**config.mk**
```make
export PLATFORM = sky130hd
export DESIGN_NAME = ita_ctrl_top
export DESIGN_NICKNAME = d
export VERILOG_FILES = /design/src/hdl/ita_pkg.sv /design/src/hdl/ita_ctrl_top.sv /design/src/hdl/ita_edge_pad.sv /design/src/hdl/ita_flow_ctrl.sv /design/src/hdl/ita_tile_seq.sv
export VERILOG_INCLUDE_DIRS = /design/src /design/src/hdl
export SDC_FILE = /design/constraint.sdc
export NUM_CORES = 1
export LEC_CHECK = 0
export ABC_AREA = 1
export ABC_CLOCK_PERIOD_IN_PS = 3160
export BUFFER_PORTS_ARGS = -buffer_cell sky130_fd_sc_hd__clkbuf_2
export CORE_MARGIN = 8
export CORE_UTILIZATION = 56
export CTS_BUF_LIST = sky130_fd_sc_hd__clkbuf_4
export CTS_CLUSTER_DIAMETER = 80
export DETAILED_ROUTE_END_ITERATION = 16
export GPL_TIMING_DRIVEN = 0
export HOLD_SLACK_MARGIN = 0.12
export PLACE_DENSITY = 0.95
export SYNTH_ARGS = -nofsm -noshare
export SYNTH_HDL_FRONTEND = slang
export SYNTH_HIERARCHICAL = 1
export SYNTH_SLANG_ARGS = --single-unit
```
**constraint.sdc**
```tcl
create_clock -name clk_i -period 3.16 [get_ports clk_i]
set_input_delay 0.158 -clock clk_i [delete_from_list [all_inputs] [get_ports clk_i]]
set_output_delay 0.158 -clock clk_i [all_outputs]
set_load 0.005 [all_outputs]
```
**src/hdl/ita_params.svh**
```systemverilog
/*
  ITA matrix engine sizing for tile geometry, datapath widths and output FIFO depth
*/
`ifndef ITA_PARAMS_SVH
`define ITA_PARAMS_SVH

// tile edge in elements
`define ITA_M 16

// lanes per beat as a power of two dividing ITA_M
`define ITA_N 4

// beats needed to cover one M x M tile
`define ITA_BEATS ((`ITA_M * `ITA_M) / `ITA_N)

// matrix dimension in elements
`define ITA_DIM_W 12

// beat and tile counters
`define ITA_CNT_W 10

// one bias lane
`define ITA_BIAS_W 24

// output beats allowed in flight before the operand side stalls
`define ITA_FIFO_DEPTH 2

`endif

```
**src/hdl/ita_pkg.sv**
```systemverilog
/*
  ITA controller types for step and layer encodings, counters and lane vectors
*/
`include "ita_params.svh"

package ita_pkg;

  // current step of the sequencer
  typedef enum logic [1:0] {
    Idle,
    MatMul,  // linear layer
    F1,      // first feedforward projection
    F2       // second feedforward projection
  } step_e;

  typedef enum logic {
    Linear,
    Feedforward
  } layer_e;

  typedef logic [`ITA_CNT_W-1:0] counter_t;

  typedef logic [`ITA_DIM_W-1:0] dim_t;

  // one bias word per lane
  typedef logic [`ITA_BIAS_W-1:0] bias_t [`ITA_N];

  typedef logic [`ITA_N-1:0] lane_mask_t;

endpackage

```
**src/hdl/ita_ctrl_top.sv**
```systemverilog
/*
  ITA matrix engine controller with the tile sequencer and flow control side by
  side and edge padding on the accepted beats
*/
`timescale 1ns/1ps
`include "ita_params.svh"

module ita_ctrl_top
  import ita_pkg::*;
(
  input  logic       clk_i,
  input  logic       rst_ni,
  input  logic       start_i,
  input  layer_e     layer_i,
  input  dim_t       seq_length_i,
  input  dim_t       proj_space_i,
  input  dim_t       ff_size_i,
  input  dim_t       embed_size_i,
  input  logic       inp_valid_i,
  output logic       inp_ready_o,
  input  logic       weight_valid_i,
  output logic       weight_ready_o,
  input  logic       bias_valid_i,
  output logic       bias_ready_o,
  input  logic       oup_valid_i,
  input  logic       oup_ready_i,
  output logic       calc_en_o,
  output step_e      step_o,
  output counter_t   tile_x_o,
  output counter_t   tile_y_o,
  output counter_t   inner_tile_o,
  output logic       first_inner_tile_o,
  output logic       last_inner_tile_o,
  input  bias_t      inp_bias_i,
  input  logic       requant_add_i,
  output bias_t      inp_bias_pad_o,
  output lane_mask_t requant_add_o
);

  counter_t beat;
  logic     active;

  assign active = (step_o != Idle);

  ita_tile_seq u_tile_seq (
    .clk_i              (clk_i),
    .rst_ni             (rst_ni),
    .start_i            (start_i),
    .layer_i            (layer_i),
    .seq_length_i       (seq_length_i),
    .proj_space_i       (proj_space_i),
    .ff_size_i          (ff_size_i),
    .embed_size_i       (embed_size_i),
    .calc_en_i          (calc_en_o),
    .step_o             (step_o),
    .beat_o             (beat),
    .inner_tile_o       (inner_tile_o),
    .tile_x_o           (tile_x_o),
    .tile_y_o           (tile_y_o),
    .first_inner_tile_o (first_inner_tile_o),
    .last_inner_tile_o  (last_inner_tile_o)
  );

  ita_flow_ctrl u_flow_ctrl (
    .clk_i             (clk_i),
    .rst_ni            (rst_ni),
    .active_i          (active),
    .last_inner_tile_i (last_inner_tile_o),
    .inp_valid_i       (inp_valid_i),
    .weight_valid_i    (weight_valid_i),
    .bias_valid_i      (bias_valid_i),
    .oup_valid_i       (oup_valid_i),
    .oup_ready_i       (oup_ready_i),
    .inp_ready_o       (inp_ready_o),
    .weight_ready_o    (weight_ready_o),
    .bias_ready_o      (bias_ready_o),
    .calc_en_o         (calc_en_o)
  );

  // sees the position before the sequencer advances
  ita_edge_pad u_edge_pad (
    .clk_i          (clk_i),
    .rst_ni         (rst_ni),
    .calc_en_i      (calc_en_o),
    .step_i         (step_o),
    .beat_i         (beat),
    .tile_x_i       (tile_x_o),
    .tile_y_i       (tile_y_o),
    .seq_length_i   (seq_length_i),
    .proj_space_i   (proj_space_i),
    .ff_size_i      (ff_size_i),
    .embed_size_i   (embed_size_i),
    .inp_bias_i     (inp_bias_i),
    .requant_add_i  (requant_add_i),
    .inp_bias_pad_o (inp_bias_pad_o),
    .requant_add_o  (requant_add_o)
  );

endmodule

```
**src/hdl/ita_edge_pad.sv**
```systemverilog
/*
  ITA edge padder that zeroes bias and requant-add lanes past the matrix edge
  and registers them on each accepted beat
*/
`timescale 1ns/1ps
`include "ita_params.svh"

module ita_edge_pad
  import ita_pkg::*;
(
  input  logic       clk_i,
  input  logic       rst_ni,
  input  logic       calc_en_i,
  input  step_e      step_i,
  input  counter_t   beat_i,
  input  counter_t   tile_x_i,
  input  counter_t   tile_y_i,
  input  dim_t       seq_length_i,
  input  dim_t       proj_space_i,
  input  dim_t       ff_size_i,
  input  dim_t       embed_size_i,
  input  bias_t      inp_bias_i,
  input  logic       requant_add_i,
  output bias_t      inp_bias_pad_o,
  output lane_mask_t requant_add_o
);

  localparam int LogM = $clog2(`ITA_M);
  localparam int PosW = `ITA_CNT_W + LogM;

  typedef logic [PosW-1:0] pos_t;

  pos_t       row_pos, col_base;
  dim_t       col_dim;
  lane_mask_t keep;
  bias_t      bias_pad;
  bias_t      bias_q;
  lane_mask_t requant_q;

  always_comb begin
    case (step_i)
      F1:      col_dim = ff_size_i;
      F2:      col_dim = embed_size_i;
      default: col_dim = proj_space_i;
    endcase
  end

  // beat walks down the rows first, then steps N columns
  assign row_pos  = pos_t'(tile_y_i) * pos_t'(`ITA_M) + pos_t'(beat_i % `ITA_M);
  assign col_base = pos_t'(tile_x_i) * pos_t'(`ITA_M)
                  + pos_t'(beat_i / `ITA_M) * pos_t'(`ITA_N);

  always_comb begin
    for (int i = 0; i < `ITA_N; i++) begin
      keep[i] = (row_pos < pos_t'(seq_length_i))
             && (col_base + pos_t'(i) < pos_t'(col_dim));
      bias_pad[i] = keep[i] ? inp_bias_i[i] : '0;
    end
  end

  always_ff @(posedge clk_i or negedge rst_ni) begin
    if (!rst_ni) begin
      bias_q    <= '{default: '0};
      requant_q <= '0;
    end else if (calc_en_i) begin
      bias_q    <= bias_pad;
      requant_q <= keep & {`ITA_N{requant_add_i}};  // one flag for all lanes
    end
  end

  assign inp_bias_pad_o = bias_q;
  assign requant_add_o  = requant_q;

  // column dimension is only meaningful inside a step
  assert property (@(posedge clk_i) disable iff (!rst_ni)
    calc_en_i |-> step_i != Idle)
    else $error("padding beat outside a step");

endmodule

```
**src/hdl/ita_flow_ctrl.sv**
```systemverilog
/*
  ITA flow control that counts output beats still waiting to drain and gates
  the input, weight and bias handshakes
*/
`timescale 1ns/1ps
`include "ita_params.svh"

module ita_flow_ctrl (
  input  logic clk_i,
  input  logic rst_ni,
  input  logic active_i,
  input  logic last_inner_tile_i,
  input  logic inp_valid_i,
  input  logic weight_valid_i,
  input  logic bias_valid_i,
  input  logic oup_valid_i,
  input  logic oup_ready_i,
  output logic inp_ready_o,
  output logic weight_ready_o,
  output logic bias_ready_o,
  output logic calc_en_o
);

  localparam int CntW = $clog2(`ITA_FIFO_DEPTH + 1);

  logic [CntW-1:0] ongoing_d, ongoing_q;
  logic            stall, open, push, pop;

  assign stall = (ongoing_q >= CntW'(`ITA_FIFO_DEPTH));
  assign open  = active_i && !stall;

  // each ready waits on the other two operands
  assign inp_ready_o    = open && weight_valid_i && bias_valid_i;
  assign weight_ready_o = open && inp_valid_i && bias_valid_i;
  assign bias_ready_o   = open && inp_valid_i && weight_valid_i;
  assign calc_en_o      = open && inp_valid_i && weight_valid_i && bias_valid_i;

  assign push = calc_en_o && last_inner_tile_i;  // beat produces output
  assign pop  = oup_valid_i && oup_ready_i;

  always_comb begin
    ongoing_d = ongoing_q;
    if (push && !pop) begin
      ongoing_d = ongoing_q + 1'b1;
    end else if (pop && !push) begin
      ongoing_d = ongoing_q - 1'b1;
    end
  end

  always_ff @(posedge clk_i or negedge rst_ni) begin
    if (!rst_ni) begin
      ongoing_q <= '0;
    end else begin
      ongoing_q <= ongoing_d;
    end
  end

  assert property (@(posedge clk_i) disable iff (!rst_ni)
    ongoing_q <= CntW'(`ITA_FIFO_DEPTH))
    else $error("outstanding output count above FIFO depth");

  // downstream must not drain what was never produced
  assert property (@(posedge clk_i) disable iff (!rst_ni)
    (pop && !push) |-> ongoing_q != '0)
    else $error("output drained with nothing outstanding");

endmodule

```
**src/hdl/ita_tile_seq.sv**
```systemverilog
/*
  ITA tile sequencer that walks beats, inner tiles and output tiles of a Linear
  or Feedforward layer and steps MatMul or F1 then F2
*/
`timescale 1ns/1ps
`include "ita_params.svh"

module ita_tile_seq
  import ita_pkg::*;
(
  input  logic     clk_i,
  input  logic     rst_ni,
  input  logic     start_i,
  input  layer_e   layer_i,
  input  dim_t     seq_length_i,
  input  dim_t     proj_space_i,
  input  dim_t     ff_size_i,
  input  dim_t     embed_size_i,
  input  logic     calc_en_i,
  output step_e    step_o,
  output counter_t beat_o,
  output counter_t inner_tile_o,
  output counter_t tile_x_o,
  output counter_t tile_y_o,
  output logic     first_inner_tile_o,
  output logic     last_inner_tile_o
);

  localparam counter_t LastBeat = counter_t'(`ITA_BEATS - 1);

  step_e    step_d, step_q;
  counter_t beat_d, beat_q;
  counter_t inner_d, inner_q;
  counter_t tile_x_d, tile_x_q;
  counter_t tile_y_d, tile_y_q;
  counter_t n_row, n_col, n_inner;  // tile counts of the current step
  logic     beat_last, inner_last, x_last, y_last;

  // dimension rounded up to whole tiles
  function automatic counter_t num_tiles(input dim_t dim);
    logic [`ITA_DIM_W:0] padded;
    padded = {1'b0, dim} + (`ITA_DIM_W + 1)'(`ITA_M - 1);
    return counter_t'(padded / (`ITA_DIM_W + 1)'(`ITA_M));
  endfunction

  always_comb begin
    n_row = num_tiles(seq_length_i);  // rows are the sequence in every step
    case (step_q)
      F1: begin
        n_col   = num_tiles(ff_size_i);
        n_inner = num_tiles(embed_size_i);
      end
      F2: begin
        n_col   = num_tiles(embed_size_i);
        n_inner = num_tiles(ff_size_i);
      end
      default: begin
        n_col   = num_tiles(proj_space_i);
        n_inner = num_tiles(embed_size_i);
      end
    endcase
  end

  assign beat_last  = (beat_q == LastBeat);
  assign inner_last = (inner_q == n_inner - 1'b1);
  assign x_last     = (tile_x_q == n_col - 1'b1);
  assign y_last     = (tile_y_q == n_row - 1'b1);

  // beat innermost, then inner tile, tile_x, tile_y
  always_comb begin
    step_d   = step_q;
    beat_d   = beat_q;
    inner_d  = inner_q;
    tile_x_d = tile_x_q;
    tile_y_d = tile_y_q;

    if (step_q == Idle) begin
      if (start_i) begin
        step_d = (layer_i == Feedforward) ? F1 : MatMul;
      end
    end else if (calc_en_i) begin
      beat_d = beat_q + 1'b1;
      if (beat_last) begin
        beat_d  = '0;
        inner_d = inner_q + 1'b1;
        if (inner_last) begin  // output tile complete
          inner_d  = '0;
          tile_x_d = tile_x_q + 1'b1;
          if (x_last) begin
            tile_x_d = '0;
            tile_y_d = tile_y_q + 1'b1;
            if (y_last) begin  // end of step
              tile_y_d = '0;
              step_d   = (step_q == F1) ? F2 : Idle;
            end
          end
        end
      end
    end
  end

  always_ff @(posedge clk_i or negedge rst_ni) begin
    if (!rst_ni) begin
      step_q   <= Idle;
      beat_q   <= '0;
      inner_q  <= '0;
      tile_x_q <= '0;
      tile_y_q <= '0;
    end else begin
      step_q   <= step_d;
      beat_q   <= beat_d;
      inner_q  <= inner_d;
      tile_x_q <= tile_x_d;
      tile_y_q <= tile_y_d;
    end
  end

  assign step_o       = step_q;
  assign beat_o       = beat_q;
  assign inner_tile_o = inner_q;
  assign tile_x_o     = tile_x_q;
  assign tile_y_o     = tile_y_q;

  assign first_inner_tile_o = (step_q != Idle) && (inner_q == '0);
  assign last_inner_tile_o  = (step_q != Idle) && inner_last;

  // the flow controller only strobes beats while a step runs
  assert property (@(posedge clk_i) disable iff (!rst_ni)
    calc_en_i |-> step_q != Idle)
    else $error("beat strobe while sequencer is idle");

endmodule

```
==> summary.md <==
| Metric | Value |
|---|---|
| RR Endpoint | `u_edge_pad/inp_bias_pad_o[64]$_DFFE_PN0P_` |
| Largest net degree at the start of global routing | `76` |
| Mux contribution to synthesized area | `0%` |
| Compound-Gate Fraction of Synth Area | `4.96%` |
| Final clock skew | `0.0525 ns` |
| Critical setup path kind | `reg -> reg` |
| Grt peak-use layer | `met2` |
| First-pass GRT wire length | `72700 um` |
| R2r worst-path depth | `15` |
| Vias | `13.9k` |
| CTS tree | `yes` |
| Max frequency | `330 MHz` |
| Setup crit end kind | `flop` |
| Synthesized flop and latch total | `144` |
| Finished Cell Area | `14800 um2` |
| Unique masters post-synth | `55` |
| Clock-pin slew on the worst setup and hold paths | `0.20 ns` |
| Crit path from | `u_tile_seq/tile_x_o[0]$_DFFE_PN0P_` |
| Sequential area share after synthesis | `31.4%` |
| Crit-path slowest cell | `dfrtp_2` |
| Max Cap Viol | `0` |
| Share of cells above drive strength 1 | `23.3%` |
| Grt total ovfl | `0` |
| Yosys top cell area share | `31.4%` |
| Die H | `159 um` |
| Final Critical Period | `3.03 ns` |
| DIE AREA | `25300 um2` |
| Outcome | `complete, no violations` |
| Most used cell, CP | `nand2_1` |
| Fin. Hold Viols | `0` |
| Dpl hpwl | `29400 um` |
| CP endpoint | `u_edge_pad/inp_bias_pad_o[64]$_DFFE_PN0P_` |
| DR pass1 iterations | `9` |
| CTS HTree Levels | `4` |
| CP max stage delay | `0.45 ns` |
| Crit share post-route | `95.9%` |
| Synth Area in XOR/XNOR | `3.25%` |
| Grt met2 use | `56.2%` |
| IO Pins | `292` |
| Buffers plus inverters on the worst setup path | `3` |
| Worst EP arrival | `3.48 ns` |
| Clk Latency, worst-skew pair | `0.58 ns` |
| Synth Area in Adders | `4.00%` |
| Synthesized instance count | `1684` |
| Most common cell after layout, fill and taps aside | `nand2_1` |
| Core area | `20200 um2` |
| Met3 Usage GRT | `13.6%` |
| Critical R2R Launch | `u_tile_seq/tile_x_o[0]$_DFFE_PN0P_` |
| Primary FF master, synth | `dfrtp_1` |
| Initial antenna violation count | `4` |
| Min-Delay Path Class | `in -> async` |
| RePlAce Congestion | `0.985` |
| Crit path max-delay family | `adder cells` |
| Critical Path Start Type | `flop` |
| Drt drc | `0` |
| Mapped Avg Cell Area | `6.80 um2` |
| TritonCTS buffer count | `17` |
| Post-Synth Simple-Gate Area | `42.5%` |
| Initial Util | `56.8%` |
| Starting DRC count in detailed routing | `1788` |
| Most frequent cells in the layout | `nand2_1, clkbuf_2, inv_1` |
| Synth Net Count | `1874` |
| Largest buffer count on any clock path | `2` |
| Crit. path cell count | `15` |
| Row cnt | `52` |
| Largest family of logic cells by synthesized area | `simple AND/OR/NAND/NOR gates` |
| Async set-reset flop share out of synthesis | `100%` |
| Final setup fails | `0` |
| Synth top area cells | `dfrtp_1, nand2_1, inv_1` |
| Crit-path cells | `ha_2 > fa_2 > nand2_1 > nand2_1 > and2_4 > xor2_1 > ha_1 > nand2_1 > o21a_1 > o2111ai_4 > clkinv_4 > buf_12 > buf_8 > nand4_1 > nand2_2` |
| Met1 Resource Use GR | `41.3%` |
| Nets | `2296` |
| Cell Pwr Density | `574 nW/um2` |
| Ys Warns | `6` |
| Post-place instance area | `13300 um2` |
| Post-synth EDFFs | `0` |
| Vias in the first global route | `13.6k` |
| Clk sinks | `144` |
| Wire per inst | `18.7 um` |
| Area grow syn2layout | `29.4%` |
| RSZ-0062 raised after global routing | `true` |
| Vias per std cell | `5.79` |
| Routed Antenna Nets | `0` |
| Synthesized area | `11500 um2` |
| CTS root buf | `clkbuf_4` |
| Pins Over Slew Limit | `0` |
| Gr usage total | `35.7%` |
| Flop2flop setup slack | `0.13 ns` |
| Core Util, Final | `73.5%` |
| Peak supply drop | `0.000446 V` |
| IO Port Bufs | `291` |
| Leakage power | `8.76 nW` |
| Dominant cell type by area after synthesis | `dfrtp_1` |
| Critical-path maximum fanout | `10` |
| Rel. slew slack | `55.3%` |
| Slew @ Worst Pin | `0.669 ns` |
| WP data required | `3.61 ns` |
| Die width | `159 um` |
| Total wire length | `44800 um` |
-- worst register-to-register path, stage by stage, from the launching register on --
cell and delay, ns:
dfrtp_2 0.45, ha_2 0.21, fa_2 0.36, nand2_1 0.08
nand2_1 0.08, and2_4 0.16, xor2_1 0.15, ha_1 0.29
nand2_1 0.09, o21a_1 0.22, o2111ai_4 0.26, clkinv_4 0.09
buf_12 0.17, buf_8 0.15, nand4_1 0.13, nand2_2 0.07
-- kinds of logic (layout without fill, tap and decap cells) --
logic type,Yosys count,count (layout)
simple gates,1042,1042
buf+inv,329,764
flops,144,144
compound gates,92,92
xor+xnor,41,41
fa+ha+maj,36,36
other cells,0,4
-- per-stage QoR --
step           std cells  setup slack (ns)  total power [mW]  setup TNS (ns)  hold WS, ns
4_1_cts             2385           0.00311              8.10               0        0.124
2_1_floorplan       1684             0.211              5.11               0       -0.138
3_3_place_gp        2245            -0.574              6.50          -83.06        0.448
5_1_grt             2391           -0.0172              9.18         -0.0181        0.143
3_5_place_dp        2246            -0.177              6.66           -6.55        0.214
6_report            2393             0.130              8.52               0        0.149
-- timing repair --
item | CTS | global route
buffers inserted | 6 | 5
resized for setup | 10 | 26
setup endpoints to repair | 114 | 120
pin swaps | 1 | 3
hold buffers | 102 | 0
hold endpoints to repair | 248 | 0
-- state kept, by name, summed over array words and instances (netlist names) --
signal / count
u_edge_pad/inp_bias_pad_o: 96
u_edge_pad/requant_add_o: 4
u_flow_ctrl/ongoing_q: 2
u_tile_seq/beat_o: 10
u_tile_seq/inner_tile_o: 10
u_tile_seq/step_o: 2
u_tile_seq/tile_x_o: 10
u_tile_seq/tile_y_o: 10
-- cell usage after synthesis (15+ instances only) --
cell type / n
nand2_2: 28
a21oi_1: 28
clkbuf_1: 16
nor2_1: 83
nand2_1: 597
inv_1: 256
nor2_2: 15
nand3_1: 128
o21ai_0: 21
nand4_1: 123
xor2_1: 29
dfrtp_1: 144
buf_6: 21
ha_1: 35
-- layout make-up --
type | count | area (um2)
clock inverter | 15 | 188
multi-input combinational | 1211 | 6350
buffer | 61 | 592
antenna | 4 | 10.0
tap | 270 | 338
inverter | 266 | 1010
clock buffer | 17 | 128
sequential | 144 | 3610
fill | 1493 | 5340
timing repair buffer | 405 | 2610
-- how the worst min path moves through the flow --
stage	start	endpoint	cells after the start
after global routing	rst_ni	u_edge_pad/inp_bias_pad_o[47]$_DFFE_PN0P_	2
after floorplan	rst_ni	u_edge_pad/inp_bias_pad_o[0]$_DFFE_PN0P_	0
after global placement	layer_i	u_tile_seq/step_o[0]$_DFFE_PN0P_	4
after detailed placement	rst_ni	u_tile_seq/step_o[1]$_DFFE_PN0P_	1
after CTS	rst_ni	u_edge_pad/inp_bias_pad_o[77]$_DFFE_PN0P_	2
final	rst_ni	u_edge_pad/inp_bias_pad_o[34]$_DFFE_PN0P_	2
-- report_power, final --
group          switching (mW)  leakage (nW)  internal [mW]
logic                    2.56          6.82           1.60
clock network           0.913         0.163          0.382
registers               0.532          1.77           2.53
total                    4.00          8.76           4.51
-- routing by layer --
metal / vias up / wire, um
li1: 6224 / -
met1: 6335 / 16400
met2: 1018 / 20700
met3: 273 / 4950
met4: 2 / 2650
met5: - / 13
Note: power is estimated with default switching activity, not from simulation.
